===== config.mk =====
export PLATFORM = sky130hd
export DESIGN_NAME = mem_arbiter
export DESIGN_NICKNAME = d
export VERILOG_FILES = /design/src/logic/spu_pkg.sv /design/src/logic/mem_arbiter.sv
export VERILOG_INCLUDE_DIRS = /design/src /design/src/logic
export SDC_FILE = /design/constraint.sdc
export NUM_CORES = 1
export LEC_CHECK = 0
export ABC_AREA = 1
export ABC_CLOCK_PERIOD_IN_PS = 800
export BUFFER_PORTS_ARGS = -buffer_cell sky130_fd_sc_hd__buf_2
export CELL_PAD_IN_SITES_DETAIL_PLACEMENT = 1
export CELL_PAD_IN_SITES_GLOBAL_PLACEMENT = 2
export CORE_MARGIN = 2
export CORE_UTILIZATION = 10
export DETAILED_ROUTE_END_ITERATION = 10
export PLACE_DENSITY = 0.95
export SYNTH_ARGS = -nofsm -noshare
export SYNTH_HDL_FRONTEND = slang
export SYNTH_SLANG_ARGS = --single-unit

===== constraint.sdc =====
create_clock -name vclk -period 0.8
set_clock_uncertainty 0.1 [all_clocks]
set_input_delay 0.08 -clock vclk [all_inputs]
set_output_delay 0.08 -clock vclk [all_outputs]
set_load 0.03 [all_outputs]

===== src/logic/spu_settings.svh =====
`ifndef SPU_SETTINGS_SVH
`define SPU_SETTINGS_SVH

// sprite attribute slots walked per line
`define SPU_SPRITE_COUNT 8

// visible pixels per line, also depth of each line buffer half
`define SPU_LINE_PIXELS 256

// clocks per output pixel
`define SPU_PIXEL_DIV 4

// 16-bit words in the shared pixel memory
`define SPU_MEM_WORDS 4096

`endif


===== src/logic/spu_pkg.sv =====
`include "spu_settings.svh"

package spu_pkg;

	typedef logic [$clog2(`SPU_SPRITE_COUNT)-1:0] sprite_idx_t;	// sprite number
	typedef logic [8:0] line_t;	// screen line or x position
	typedef logic [$clog2(`SPU_MEM_WORDS)-1:0] mem_addr_t;	// pixel word address
	typedef logic [15:0] mem_word_t;	// four 4-bit colour indices, high nibble leftmost
	typedef logic [5:0] pixel_t;	// palette select above colour index

	// one line buffer location
	typedef struct packed {
		logic   opaque;	// low means transparent
		pixel_t pixel;
	} lb_entry_t;

	typedef struct packed {
		logic       active;
		line_t      ypos;	// first covered line
		logic [6:0] ysize;	// lines covered
		line_t      xpos;	// x of leftmost pixel
		logic [6:0] xwords;	// width in 4-pixel words
		mem_addr_t  base;	// word address of the sprite's first line
		logic [1:0] palette;
	} sprite_attr_t;

	typedef struct packed {
		logic      we;
		mem_addr_t addr;
		mem_word_t wdata;
	} mem_req_t;

	typedef enum logic [2:0] {
		st_idle,
		st_attr,
		st_check,
		st_fetch,
		st_wait_data,
		st_write_pix,
		st_next_word,
		st_next_sprite
	} eng_state_t;

endpackage


===== src/logic/mem_arbiter.sv =====
`timescale 1ns/100ps

module mem_arbiter (
	input  logic              clk,
	input  logic              reset,
	input  spu_pkg::mem_req_t host_req,
	input  logic              host_valid,
	input  spu_pkg::mem_req_t eng_req,
	input  logic              eng_req_valid,
	output logic              eng_grant,
	output spu_pkg::mem_req_t ram_req,
	output logic              ram_en
);
	import spu_pkg::*;

	// host always wins and the engine takes the free cycles
	assign eng_grant = eng_req_valid && !host_valid;
	assign ram_en = host_valid || eng_req_valid;

	always_comb
	begin
		if (host_valid)
			ram_req = host_req;
		else
			ram_req = eng_req;	// also the idle value while ram_en is low
	end

	// a grant ends the fetch request so a stale request is never granted again
	a_grant_ends_req: assert property (@(posedge clk) disable iff (reset)
		eng_grant |=> !eng_req_valid)
		else $error("engine request still raised after its grant");

	// engine side only ever reads
	a_eng_read_only: assert property (@(posedge clk) disable iff (reset)
		eng_req_valid |-> !eng_req.we)
		else $error("engine request with we set");

	// a waiting engine request stays put until granted
	a_eng_req_held: assert property (@(posedge clk) disable iff (reset)
		(eng_req_valid && !eng_grant) |=> (eng_req_valid && $stable(eng_req.addr)))
		else $error("engine request dropped or changed before grant");

endmodule


# Word level (Yosys, flattened, before mapping)
# Cells that the tools add are included.
[word_totals]
register_bits = 0
in_bits = 62
[classes]
mux = 1
n_reduce_logical = 3
[op_table]
columns = ["op", "n"]
rows = [
  ["$mux 29", 1],
  ["$logic_and 1x1->1", 1],
  ["$logic_not 1->1", 1],
  ["$logic_or 1x1->1", 1],
]

# Depth between registers and ports, before layout
# Gate-level depths: netlist of run 1.
[logic_depth]
ltp_word = 2
depth_mapped = 4
mapped_depth_nobuf = 3

# Worst setup path before layout of run 1
# Ideal clock, no wire load.
[synth_timing]
kind = "input-to-output"
start = "input host_valid"
end = "output eng_grant"
arrival_ps = 656
t_required_ps = 620
path_slack_ps = -36
cell_stages = 2
path_buffers = 1
path_cell_list = "buf_2 -> nor2_1"
[synth_between]
elab_chain_len = 2
[synth_rtl]
columns = ["element", "line_no", "source"]
rows = [
  ["start, declared", "mem_arbiter.sv:7", "input logic host_valid,"],
  ["$logic_not 1->1", "mem_arbiter.sv:17", "assign eng_grant = eng_req_valid && !host_valid;"],
  ["$logic_and 1x1->1", "mem_arbiter.sv:17", ""],
  ["end, declared", "mem_arbiter.sv:10", "output logic eng_grant,"],
]
# No other way between the ends.

==> results.cfg, run 1 <==
[layout]
multi_input_area_um2 = 412
fin_cells = 236
num-clock-buffers = 0
nFillCells = 476
regArea_um2 = 0
final_nets = 252
diodes = 0
drive_above_1_share_pct = 62.2
seq_cell_count = 0
syn2layout_area_growth_pct = 239

[worst_setup_path]
cp.required_ns = 0.62
cp-endpoint = ram_req[14]
worstPathArrival_ns = 0.69
start_kind = input port
crit_start = host_valid
cp-end-kind = primary output
path_class = in2out
worstPathMaxFanout = 5

[synth]
synth_warnings = 0
synth_area_um2 = 372
synth_nets = 159
synthCells = 97
yosys.cell_types.count = 5
ys_seq_area_share_pct = 0
syn_avg_cell_area_um2 = 3.83

[timing]
layout_setup_ws_ns = -0.0741
finalMaxSlewViolations = 0
grt_setup_unrepaired = yes
relSlewSlack_pct = 91.2
fin_setup_tns_ns = -0.912
setup_viol = 29
hold_violations = 0
tightest_slew_ns = 0.132
fmaxAchievable_mhz = 1140
period_minus_slack_ns = 0.874
fin_crit_sh_pct = 109

[global_route]
grt_max_degree = 31
grtUsageTotal_pct = 10.8
antenna_found_initial = 0
grt_pass1_wl_mm = 3.71
grt_overflow = 0
grt_pass1_vias = 876

[drt]
drt_iter0_markers = 4
route.detailed.wl_per_inst_um = 10.6
vias_per_cell = 3.90
firstDrtPassIters = 2
dr_total_vias = 921
drc = 0
ant_nets = 0
wl_mm = 2.50

[place]
dp_cells = 233
place_congestion = 0.683
io_buffer_count = 91
dp_hpwl_mm = 1.78

[die]
die_h_um = 65.0
row_count = 22
core_area_um2 = 3610
start_util_pct = 10.3
dieWidth_um = 65.0
io_pins = 93
die_area_um2 = 4220

[pwr]
power.density_nw_per_um2 = 765
ir_worst_vdd_mv = 0.215
p_leak_nw = 0.783

[run_status]
violations = negative setup slack
status = finished, violations left

[worst_hold_path]
hold_class = in2out

[run]
max-cap-violations = 0
## placed cells by master, fill, tap and decap left out
master    n
nand2_1  70
buf_2    59
buf_6    33
nand2_2  12
nand2_4   6
buf_12    4
inv_8     1
inv_1     1
nor2_2    1
buf_16    1
## Yosys cell counts (all sizes together)
cell type	number	area share (%)
buf	6	8.1
inv	2	2.0
nand2	88	89
nor2	1	1.0
## layout make-up
| cell class | instances | area share (%) |
|---|---|---|
| well taps | 48 | 4.76 |
| inverters | 2 | 1.19 |
| multi-input cells | 89 | 32.6 |
| repair buffers | 97 | 61.4 |
## cell families after synthesis
group / Yosys count / synth area share [%]
buffers and inverters: 8 / 10.1
AND/OR/NAND/NOR: 89 / 89.9
## critical path: stages
cell and delay [ns]:
buf_12 0.11, inv_8 0.05, buf_12 0.10, buf_12 0.11, nand2_4 0.04, nand2_2 0.06, buf_6 0.12
## where the power goes
part | switching (mW) | leakage, nW | total, mW | internal (mW)
sequential | 0 | 0 | 0 | 0
combinational | 0.510 | 0.783 | 0.965 | 0.455
clock | 0 | 0 | 0 | 0
## per-layer routing
layer / part of all wire, % / vias to the layer above / global-route usage [%]
met1: 30 / 405 / 10.2
met4: 0 / 0 / 0
met5: 0 / - / 0
li1: - / 467 / -
met2: 58 / 49 / 23.8
met3: 11 / 0 / 2.43
## worst min path at each step
| stage | depth (start not counted) | from | slack [ns] | end |
|---|---|---|---|---|
| final | 4 | eng_req[21] | 0.36 | ram_req[21] |
| after global routing | 4 | eng_req[27] | 0.38 | ram_req[27] |
| after CTS | 4 | host_req[18] | 0.36 | ram_req[18] |
| after detailed placement | 4 | eng_req[4] | 0.40 | ram_req[4] |
| after global placement | 4 | eng_req[4] | 0.40 | ram_req[4] |
| after floorplan | 2 | eng_req_valid | 0.20 | eng_grant |
## repair_timing
action,in CTS,in global routing
resized for setup,94,6
cloned,2,0
endpoints found under the setup margin,31,31
hold buffers,0,0
pin swaps,5,3
buffers inserted,4,0
## stage by stage
| step | area (um^2) | util, % | hold WS [ns] | setup slack, ns | total power [mW] |
|---|---|---|---|---|---|
| 4_1_cts | 1260 | 34.9 | 0.364 | -0.0836 | 0.970 |
| 5_1_grt | 1260 | 35.0 | 0.377 | -0.0940 | 1.03 |
| 3_3_place_gp | 920 | 25.5 | 0.398 | -0.137 | 0.702 |
| 2_1_floorplan | 374 | - | 0.200 | 0.0697 | 0.403 |
| 6_report | 1260 | 35.0 | 0.359 | -0.0741 | 0.965 |
| 3_5_place_dp | 920 | 25.5 | 0.402 | -0.144 | 0.710 |
Power figures use the tool's default switching activity.
==> inputs of run 2 (changes only) <==
- PLACE_DENSITY: 0.95 -> unset
- PLACE_DENSITY_LB_ADDON: unset -> 0.12
- TNS_END_PERCENT: unset -> 20
==> run 2 against run 1 <==
  * The flow still finishes with violations (negative setup slack)
  * Wire length up 3.6%
  * Core utilization up 0.49 points
  * Flip-flop and latch count unchanged
  * Combinational power up 1%
  * Non-clock buffer count unchanged
  * Global-route usage up 0.40 points
  * Power up 1.1%
  * Count of clock-buffer cells in the layout unchanged
  * Largest cell class unchanged
  * Highest routed layer unchanged
==> results.cfg, run 2 (synthesized netlist as in run 1, its figures left out) <==
[run_status]
status = finished, violations left
violations = negative setup slack

[layout]
syn2layout_area_growth_pct = 244
regArea_um2 = 0
utilization_pct = 35.5
final_nets = 252
mostFrequentLayoutCell = nand2_1
diodes = 0
num-clock-buffers = 0
final_area_um2 = 1280
drive_above_1_share_pct = 66.0
seq_cell_count = 0
fin_cells = 236
layout_common_cells = nand2_1 (63), buf_2 (59), buf_6 (31)

[timing]
relSlewSlack_pct = 93.9
period_minus_slack_ns = 0.833
grt_setup_unrepaired = yes
fin_crit_sh_pct = 104
finalMaxSlewViolations = 0
fin_setup_tns_ns = -0.318
setup_viol = 23
layout_setup_ws_ns = -0.0333
fmaxAchievable_mhz = 1200
tightest_slew_ns = 0.0917
hold-worst-slack_ns = 0.358
hold_violations = 0

[drt]
firstDrtPassIters = 2
route.detailed.wl_per_inst_um = 11.0
dr_total_vias = 916
drc = 0
wl_mm = 2.59
ant_nets = 0
vias_per_cell = 3.88
drt_iter0_markers = 10

[place]
place_congestion = 0.678
dp_cells = 234
dp_hpwl_mm = 1.86
place_ws_ns = -0.147
dpl-instance-area_um2 = 915
io_buffer_count = 91

[cts]
hold_buffers = 0

[die]
die_area_um2 = 4220
start_util_pct = 10.3
io_pins = 93
dieWidth_um = 65.0
row_count = 22
core_area_um2 = 3610
die_h_um = 65.0

[pwr]
p_leak_nw = 0.779
power.density_nw_per_um2 = 763
finalPower_mw = 0.976
ir_worst_vdd_mv = 0.200

[global_route]
grtUsageTotal_pct = 11.2
grt_max_degree = 21
grt_pass1_vias = 912
grt_overflow = 0
grt_pass1_wl_mm = 3.88
antenna_found_initial = 0

[worst_setup_path]
worstPathMaxFanout = 6
start_kind = input port
path_class = in2out
cp-end-kind = primary output
worstPathArrival_ns = 0.65
cp.required_ns = 0.62

[run]
max-cap-violations = 0

[worst_hold_path]
hold_class = in2out
[run 2: timing repair]
item,4_1_cts,5_1_grt
endpoints found under the setup margin,31,31
resized for setup,70,33
cloned,1,1
pin swaps,0,7
buffers inserted,0,0
[run 2: final cells by class]
class / count / area, um^2
fill: 486 / 2330
inverter: 2 / 20.0
multi-input combinational: 89 / 419
tap: 48 / 60.1
timing repair buffer: 97 / 779
[run 2: worst max-delay path, cell delays in order]
cell	delay [ns]
buf_12	0.10
clkinv_8	0.06
clkbuf_16	0.16
nand2_1	0.06
nand2_1	0.06
buf_6	0.13
[run 2: per-layer routing]
metal / wire [um] / up-vias / part of all wire (%) / track usage (%)
met1: 878 / 401 / 34 / 12.7
met3: 274 / 0 / 11 / 2.43
met4: 0 / 0 / 0 / 0
met5: 0 / - / 0 / 0
met2: 1430 / 48 / 55 / 22.2
li1: - / 467 / - / -
[run 2: worst paths after layout]
check / from / endpoint / slack [ns] / cells after the start
max: host_valid / ram_req[22] / -0.03 / 6
min: eng_req[25] / ram_req[25] / 0.36 / 4
[run 2: where the power goes]
group | switching (mW) | total (mW) | leakage [nW] | internal, mW
Clock | 0 | 0 | 0 | 0
Sequential | 0 | 0 | 0 | 0
Combinational | 0.515 | 0.976 | 0.779 | 0.460
Total | 0.515 | 0.976 | 0.779 | 0.460
