[config.mk]
export PLATFORM = sky130hd
export DESIGN_NAME = sprite_attr_file
export DESIGN_NICKNAME = d
export VERILOG_FILES = /design/src/logic/spu_pkg.sv /design/src/logic/sprite_attr_file.sv
export VERILOG_INCLUDE_DIRS = /design/src /design/src/logic
export SDC_FILE = /design/constraint.sdc
export NUM_CORES = 1
export LEC_CHECK = 0
export BUFFER_PORTS_ARGS = -buffer_cell sky130_fd_sc_hd__clkbuf_2
export CAP_MARGIN = 5
export CORE_MARGIN = 2
export CORE_UTILIZATION = 50
export DETAILED_ROUTE_END_ITERATION = 10
export PLACE_DENSITY = 0.76
export SLEW_MARGIN = 20
export SYNTH_ARGS = -nofsm -noshare
export SYNTH_HDL_FRONTEND = slang
export SYNTH_SLANG_ARGS = --single-unit
[constraint.sdc]
create_clock -name clk -period 5.8 [get_ports clk]
set_input_delay 0.29 -clock clk [delete_from_list [all_inputs] [get_ports clk]]
set_output_delay 0.29 -clock clk [all_outputs]
set_load 0.005 [all_outputs]
[src/logic/spu_settings.svh]
`ifndef SPU_SETTINGS_SVH
`define SPU_SETTINGS_SVH

// sprite attribute slots walked per line
`define SPU_SPRITE_COUNT 8

// visible pixels per line, also depth of each line buffer half
`define SPU_LINE_PIXELS 256

// clocks per output pixel
`define SPU_PIXEL_DIV 4

// 16-bit words in the shared pixel memory
`define SPU_MEM_WORDS 4096

`endif

[src/logic/spu_pkg.sv]
`include "spu_settings.svh"

package spu_pkg;

	typedef logic [$clog2(`SPU_SPRITE_COUNT)-1:0] sprite_idx_t;	// sprite number
	typedef logic [8:0] line_t;	// screen line or x position
	typedef logic [$clog2(`SPU_MEM_WORDS)-1:0] mem_addr_t;	// pixel word address
	typedef logic [15:0] mem_word_t;	// four 4-bit colour indices, high nibble leftmost
	typedef logic [5:0] pixel_t;	// palette select above colour index

	// one line buffer location
	typedef struct packed {
		logic   opaque;	// low means transparent
		pixel_t pixel;
	} lb_entry_t;

	typedef struct packed {
		logic       active;
		line_t      ypos;	// first covered line
		logic [6:0] ysize;	// lines covered
		line_t      xpos;	// x of leftmost pixel
		logic [6:0] xwords;	// width in 4-pixel words
		mem_addr_t  base;	// word address of the sprite's first line
		logic [1:0] palette;
	} sprite_attr_t;

	typedef struct packed {
		logic      we;
		mem_addr_t addr;
		mem_word_t wdata;
	} mem_req_t;

	typedef enum logic [2:0] {
		st_idle,
		st_attr,
		st_check,
		st_fetch,
		st_wait_data,
		st_write_pix,
		st_next_word,
		st_next_sprite
	} eng_state_t;

endpackage

[src/logic/sprite_attr_file.sv]
`timescale 1ns/100ps
`include "spu_settings.svh"

module sprite_attr_file (
	input  logic                  clk,
	input  logic                  reset,
	input  logic                  attr_we,
	input  spu_pkg::sprite_idx_t  attr_index,
	input  spu_pkg::sprite_attr_t attr_data,
	input  spu_pkg::sprite_idx_t  eng_index,
	output spu_pkg::sprite_attr_t engine_attr
);
	import spu_pkg::*;

	sprite_attr_t attr_q [`SPU_SPRITE_COUNT];	// attribute words
	logic [`SPU_SPRITE_COUNT-1:0] active_q;	// enables kept apart so reset can clear them

	// every sprite comes up disabled
	always_ff @(posedge clk)
	begin
		if (reset)
			active_q <= '0;
		else if (attr_we)
			active_q[attr_index] <= attr_data.active;
	end

	always_ff @(posedge clk)
	begin
		if (attr_we)
			attr_q[attr_index] <= attr_data;	// host load
	end

	// engine read port, no latency
	always_comb
	begin
		engine_attr = attr_q[eng_index];
		engine_attr.active = active_q[eng_index];	// active bit from the reset-cleared copy
	end

	// host must only address slots that exist
	a_attr_index_range: assert property (@(posedge clk) disable iff (reset)
		attr_we |-> (attr_index < `SPU_SPRITE_COUNT))
		else $error("attr_index %0d out of range", attr_index);

endmodule

**Word-level counts from Yosys, hierarchy flattened**

Memory sizes are Yosys's and may differ from the RTL's.
Index checks and enable logic that the tools add are counted.
Widths: inputs -> output; s select.

- Register bits: 8
- RAM bits: 376
- Input bits: 56
- Output and inout bits: 47
- Logic and storage cells: 13
- Memories kept: 1

Memory list:

| memory | words | width | read ports | clocked after memory_dff | write ports | line | RTL |
|---|---|---|---|---|---|---|---|
| attr_q | 8 | 47 | 1 | 0 | 1 | sprite_attr_file.sv:15 | `` sprite_attr_t attr_q [`SPU_SPRITE_COUNT]; `` |

- Order comparisons: 3
- Muxes and demuxes: 7
- Reductions and logical operators: 1

Operators with widths:

| kind | count |
|---|---|
| $bwmux 8 | 1 |
| $lt 3x4->1 const B | 2 |
| $mux 1 | 4 |
| $bmux 1 s3 | 1 |
| $demux 1 s3 | 1 |
| $ge 3x1->1 const B | 1 |
| $logic_and 1x1->1 | 1 |

**Depth between registers and ports, before layout**

Gate-level depths: netlist of the first run.

- Depth after elaboration: 5
- Depth in mapped cells: 5
- Depth with buffers taken out: 3

**Worst setup path before layout of the first run**

No wires, ideal clock.

- Kind: input -> register
- From: input attr_index[1]
- To: register active_q[0]
- Setup time: 0.124 ns
- Arrival time: 5.814 ns
- Required time: 5.676 ns
- Path slack: -0.138 ns
- Stages: 3
- Path buffers: 0
- Path through: nor4b_1 mux2i_1 nor2_1

- Longest elaborated chain between the ends: 5
- Elaborated cells between the ends (all ways): 6

RTL lines:

| element | line | RTL |
|---|---|---|
| from (decl) | sprite_attr_file.sv:8 | `input spu_pkg::sprite_idx_t attr_index,` |
| $lt 3x4->1 (implied by the code) or $ge 3x1->1 (tied branches) | sprite_attr_file.sv:24 | `active_q[attr_index] <= attr_data.active;` |
| $logic_and 1x1->1 (implied by the code) | sprite_attr_file.sv:24 |  |
| $mux 1 (implied by the code) | sprite_attr_file.sv:24 |  |
| $demux 1 s3 (*) | sprite_attr_file.sv:24 |  |
| $bwmux 8 (*) | sprite_attr_file.sv:24 |  |
| to (signal, indexed assignment) | sprite_attr_file.sv:24 |  |
| to (decl) | sprite_attr_file.sv:16 | `` logic [`SPU_SPRITE_COUNT-1:0] active_q; `` |

Mark *: on every way between the ends. The rest lies on a longest branch, timed or not.
A chain may end at the register's enable or synchronous reset.

==> results of run 1 <==
[sequential cells by signal (all words and copies together) (netlist names)]
name and count:
attr_q 368, active_q 8
[power by group]
group	internal (uW)	total, uW	switching [uW]
logic	152	314	162
clock network	1280	2250	969
registers	3070	3090	20.1
[per-layer routing]
metal / vias up / track usage / share of wire
li1: 2706 / - / -
met3: 40 / 0.03694 / 0.061
met4: 0 / 0.05579 / 0.022
met1: 3341 / 0.2414 / 0.41
met5: - / 0 / 0
met2: 214 / 0.2998 / 0.50
[final timing paths]
kind                       from               to  slack (ns)  cells past startpoint
hold reg to reg     active_q[3]      active_q[3]        0.51                      2
setup / recovery   eng_index[0]  engine_attr[21]        2.91                      5
setup reg to reg    active_q[0]      active_q[0]        5.18                      2
hold / removal    attr_data[37]    attr_q[6][37]        0.03                      1
[worst register-to-register path, cell delays in order (launching register included)]
cell and delay (ns):
dfxtp_1 0.31, mux2i_1 0.13, nor2_1 0.06
[Yosys cell counts, drive strengths merged]
cell    instances  area share
buf            20       0.012
clkbuf          8      0.0021
nor4b           1     0.00061
dfxtp           8       0.011
nand4           1     0.00044
edfxtp        368        0.77
and4bb          3      0.0026
nor2            8      0.0021
inv             4      0.0011
mux2           47       0.037
mux4           94        0.15
nand4b          3      0.0018
mux2i           8      0.0056
[cell type report]
class / count / area (um2)
Multi-Input combinational cell: 165 / 2869
Antenna cell: 1 / 2.502
Sequential cell: 376 / 11210
Clock inverter: 20 / 145.1
Clock buffer: 45 / 998.5
Inverter: 4 / 15.01
Tap cell: 378 / 473.0
Timing Repair Buffer: 110 / 579.3
Fill cell: 1995 / 11640
[logic make-up after synthesis]
| family | count (synthesis) | share of synthesized area |
|---|---|---|
| mux | 149 | 0.1915 |
| flops | 376 | 0.7855 |
| simple gates | 16 | 0.007628 |
| buf+inv | 32 | 0.01534 |
[cell usage in the layout, fill, tap and decap left out]
master | Yosys | layout
and4bb_4 | 0 | 3
buf_4 | 0 | 9
buf_6 | 5 | 1
bufinv_16 | 0 | 1
clkbuf_1 | 8 | 6
clkbuf_16 | 0 | 39
clkbuf_2 | 0 | 100
clkinv_1 | 0 | 11
clkinv_2 | 0 | 2
clkinvlp_4 | 0 | 2
dfxtp_1 | 8 | 8
diode_2 | 0 | 1
edfxtp_1 | 368 | 368
inv_16 | 0 | 1
inv_2 | 0 | 4
inv_6 | 0 | 2
inv_8 | 0 | 1
mux2_2 | 47 | 47
mux2i_1 | 8 | 8
mux4_1 | 2 | 2
mux4_2 | 92 | 92
nand4_1 | 1 | 1
nand4b_1 | 3 | 3
nor2_1 | 8 | 8
nor4b_4 | 0 | 1
[through the flow]
stage,instances,power (uW),hold WS (ns)
floorplan,573,3338,0.3889
global placement,1033,3454,0.4669
detailed placement,1033,3473,0.4965
CTS,1098,5709,0.01741
global route,1098,5843,0.03242
finish,1099,5658,0.03000
==> results.tsv, run 1 <==
metric	value	unit
outcome	completed	
worst vdd rail ir drop	0.0001896	V
Rows	61	
fin util	0.5833	
initial antenna violation count	1	
Max transition margin	0.3176	
PnR worst setup slack	2.907	ns
routability-driven placement congestion ratio	0.6855	
TritonCTS Buffers	38	
core box area	0.02793	mm2
Hold WC Path Type	input port to flip-flop	
DR vias	6301	
Post-Place Cell Area	0.01515	mm2
fin crit share	0.4988	
critical path's top delay family	buffers and inverters	
Clock Path Buffers	3	
final hold vios	0	
fin nets	751	
Setup Buffers After CTS	0	
die area	0.02991	mm2
Critical-path top delay cell	buf_6	
slowest stage delay, CP	0.69	ns
achievable frequency	345.7	MHz
routed wire length	26270	um
syn nets	629	
RSZ-0062 raised after global routing	false	
DRC Markers	0	
DR iter-0 viols	540	
Synth Cell Area	0.01427	mm2
post-synthesis sequential area ratio	0.7855	
routed length per instance	23.91	um
area grow syn2layout	14.16	%
first-pass GRT wire length	40550	um
synth warn	0	
max_cap viols	0	
pre-CTS setup slack	2.818	ns
skew final	0	ns
Mapped Cells	573	
Pins Over Slew Limit	0	
Req. time, crit path	5.51	ns
crit-path max FO	69	
final setup TNS	0	ns
syn avg cell area	24.91	um2
Total GRT Usage	0.1798	
Static Leak	0.005334	uW
Worst setup SP type	input port	
Hold Buf Count CTS	0	
power per cell area	347.3	mW/mm2
Port-buffer cells	102	
hpwl dp	13840	um
Arr. time, crit path	2.60	ns
Die Wd	173.0	um
Least-Margin Pin Slew	1.024	ns
synthesized flop and latch total	376	
CTS tree	built	
pin count of the biggest net entering global routing	70	
first-pass iteration count of the detailed router	4	
post-route cell area	0.01629	mm2
Antenna Nets Post-Route	0	
min cycle time layout	2.893	ns
crit path kind	input port to primary output	
H-Tree Depth	2	
CP Capture Type	primary output	
vias in the first global route	6848	
CP Cell Sequence	buf_6, buf_4, mux4_2, mux2_2, clkbuf_2	
clock transition at the registers of the reported paths	0.06	ns
root buf cell	clkbuf_16	
clk_lat worst skew	0.51	ns
Cell variety after synth	17	
Clock Sinks	376	
IO Pins	103	
Starting Density	0.5109	
CP bufs+invs	3	
Die H	173.0	um
share of post-route cells with drive strength above 1	0.4236	
grt total ovfl	0	
Post-CTS Resized	0	
vias per cell	5.733	
final-report setup violation count	0	
Note: power is estimated with default switching activity, not from simulation.
==> run 2, diff against run 1 <==
--- a/config.mk
+++ b/config.mk
@@ -11,7 +11,7 @@
 export CORE_MARGIN = 2
 export CORE_UTILIZATION = 50
 export DETAILED_ROUTE_END_ITERATION = 10
-export PLACE_DENSITY = 0.76
+export PLACE_DENSITY = 0.73
 export SLEW_MARGIN = 20
 export SYNTH_ARGS = -nofsm -noshare
 export SYNTH_HDL_FRONTEND = slang
==> constraint.sdc (replaced) <==
create_clock -name clk -period 3.03 [get_ports clk]
set_input_delay 0.1515 -clock clk [delete_from_list [all_inputs] [get_ports clk]]
set_output_delay 0.1515 -clock clk [all_outputs]
set_load 0.005 [all_outputs]
==> run 2 against run 1 <==
Against the previous run: via count increased by 2.6%; final cell count increased by 4.7%; global-route usage increased by 0.57 points; utilization increased by 2.6 points; largest cell class unchanged; largest power group unchanged.
==> results.tsv, run 2 (same netlist as run 1, synthesis figures left out) <==
metric	value	unit	change
met1 Track Usage GR	0.2545		+0.01312
Least-Margin Pin Slew	0.8481	ns	-0.1755 ns
clock transition at the registers of the reported paths	0.06	ns	about the same
DRC Markers	0		unchanged
routing usage on met3	0.03672		-0.0002199
skew final	0	ns	unchanged
power per cell area	652.9	mW/mm2	+88%
Most flops, register	attr_q		
max_cap viols	0		unchanged
CTS tree	built		
Static Leak	0.005635	uW	+5.6%
Antenna Nets Post-Route	0		unchanged
TritonCTS Buffers	36		-5.3%
routed wire length	27070	um	+3.0%
multi-input logic area	0.002869	mm2	unchanged
Flop pwr share	0.533		-0.014
Die Wd	173.0	um	unchanged
final setup TNS	0	ns	unchanged
Die H	173.0	um	unchanged
biggest regs	attr_q x368, active_q x8		
clk_lat worst skew	0.50	ns	about the same
Seq. cell area	0.01121	mm2	unchanged
max reg flops	368		unchanged
core box area	0.02793	mm2	unchanged
routed length per instance	23.52	um	-1.6%
crit path kind	input port to primary output		
Total GRT Usage	0.1855		+0.005714
share of post-route cells with drive strength above 1	0.4088		-0.01481
reg-to-reg slack, setup	2.39	ns	-2.79 ns
Port-buffer cells	102		unchanged
pin count of the biggest net entering global routing	48		-31%
fin nets	803		+6.9%
Arr. time, crit path	1.84	ns	-0.76 ns
Req. time, crit path	2.88	ns	-2.63 ns
slowest stage delay, CP	0.55	ns	-0.14 ns
Starting Density	0.5109		unchanged
final hold vios	0		unchanged
DR iter-0 viols	454		-16%
most frequent cells in the layout	368 x edfxtp_1, 100 x clkbuf_2, 92 x mux4_2		
sw power	2131	uW	+85%
commonest non-fill, non-tap cell in the layout	edfxtp_1		
min cycle time layout	1.989	ns	
Clock Path Buffers	3		unchanged
clock share of power	0.406		+0.008
Pins Over Slew Limit	0		unchanged
cell-internal power	8974	uW	+99%
outcome	completed		
Worst setup SP type	input port		
root buf cell	clkbuf_16		
vias in the first global route	7006		+2.3%
crit-path max FO	31		-55%
CP Cell Sequence	buf_6, buf_12, mux4_2, mux2_2, clkbuf_2		
Fillers	1962		-1.7%
die area	0.02991	mm2	unchanged
hpwl dp	15060	um	+8.8%
final-report setup violation count	0		unchanged
GR Util met2	0.3072		+0.007333
Tot Pwr	11100	uW	+96%
vias per cell	5.617		-2.0%
Rows	61		unchanged
Critical-path top delay cell	mux4_2		
fin crit share	0.6563		
Clock Sinks	376		unchanged
achievable frequency	502.9	MHz	
worst vdd rail ir drop	0.0005228	V	+180%
Top Usage Layer GRT	met2		
Max transition margin	0.4346		+0.1170
Comb pwr share	0.061		+0.005
Ant. Diodes	0		-1
first-pass GRT wire length	41880	um	+3.3%
Hold WC Path Type	input port to flip-flop		
H-Tree Depth	2		unchanged
IO Pins	103		unchanged
RSZ-0062 raised after global routing	false		
grt total ovfl	0		unchanged
first-pass iteration count of the detailed router	4		unchanged
initial antenna violation count	0		-1
CP Capture Type	primary output		
area grow syn2layout	19.16	%	
DR vias	6465		+2.6%
switching power share of the total	0.1919		-0.01161
routability-driven placement congestion ratio	0.6874		+0.28%
run 2: changes by cell type in the layout (fill, tap and decap cells not counted):
cell,change
clkbuf_1,+1
inv_16,-1
buf_4,-3
clkbuf_16,-2
inv_6,-2
clkinv_1,-6
bufinv_16,+3
dlygate4sd3_1,+47
inv_8,-1
clkbuf_8,+7
diode_2,-1
buf_12,+10
run 2: final timing paths:
| check | startpoint | to | depth (start not counted) |
|---|---|---|---|
| worst max-delay path | eng_index[0] | engine_attr[42] | 5 |
| worst min register to register | active_q[3] | active_q[3] | 2 |
| worst max register to register | active_q[4] | active_q[4] | 2 |
| worst min-delay path | attr_data[46] | active_q[3] | 3 |
run 2: power groups by stage:
stage	Clock [uW]	Sequential, uW	Combinational (uW)
global route	4800	5930	731
global placement	0	6020	619
finish	4510	5920	675
CTS	4600	5920	691
floorplan	0	6020	372
detailed placement	0	6030	635
run 2: worst max-delay path: cells and delay by family:
kind / cells / cell delay (ns)
buffers and inverters: 3 / 0.80
muxes: 2 / 0.85
run 2: layer usage:
layer / wire, um / share of wire
met1: 11330 / 0.42
met4: 576 / 0.021
met5: 0 / 0
met3: 1628 / 0.060
met2: 13530 / 0.50
run 2: timing repair:
action,4_1_cts,5_1_grt
hold endpoints to repair,376,0
hold buffers,47,0
resized for setup,0,0
buffers inserted,0,0
run 2: metrics by stage:
stage / worst slack (ns) / instances / cell area, um2 / hold slack, ns / util
2_1_floorplan: 0.7854 / 573 / 14290 / 0.2504 / -
3_3_place_gp: 1.006 / 1040 / 15320 / 0.4113 / 0.5486
3_5_place_dp: 0.9956 / 1040 / 15320 / 0.4312 / 0.5486
4_1_cts: 0.9885 / 1151 / 17010 / 0.008515 / 0.6088
5_1_grt: 0.8992 / 1151 / 17010 / 0.04496 / 0.6088
6_report: 1.041 / 1151 / 17010 / 0.03324 / 0.6088
run 2: cell type report:
cell class / count / share of cell area
Clock buffer: 51 / 0.06165
Clock inverter: 13 / 0.009637
Inverter: 4 / 0.0008828
Multi-Input combinational cell: 165 / 0.1687
Sequential cell: 376 / 0.6592
Tap cell: 378 / 0.02781
Timing Repair Buffer: 164 / 0.07217
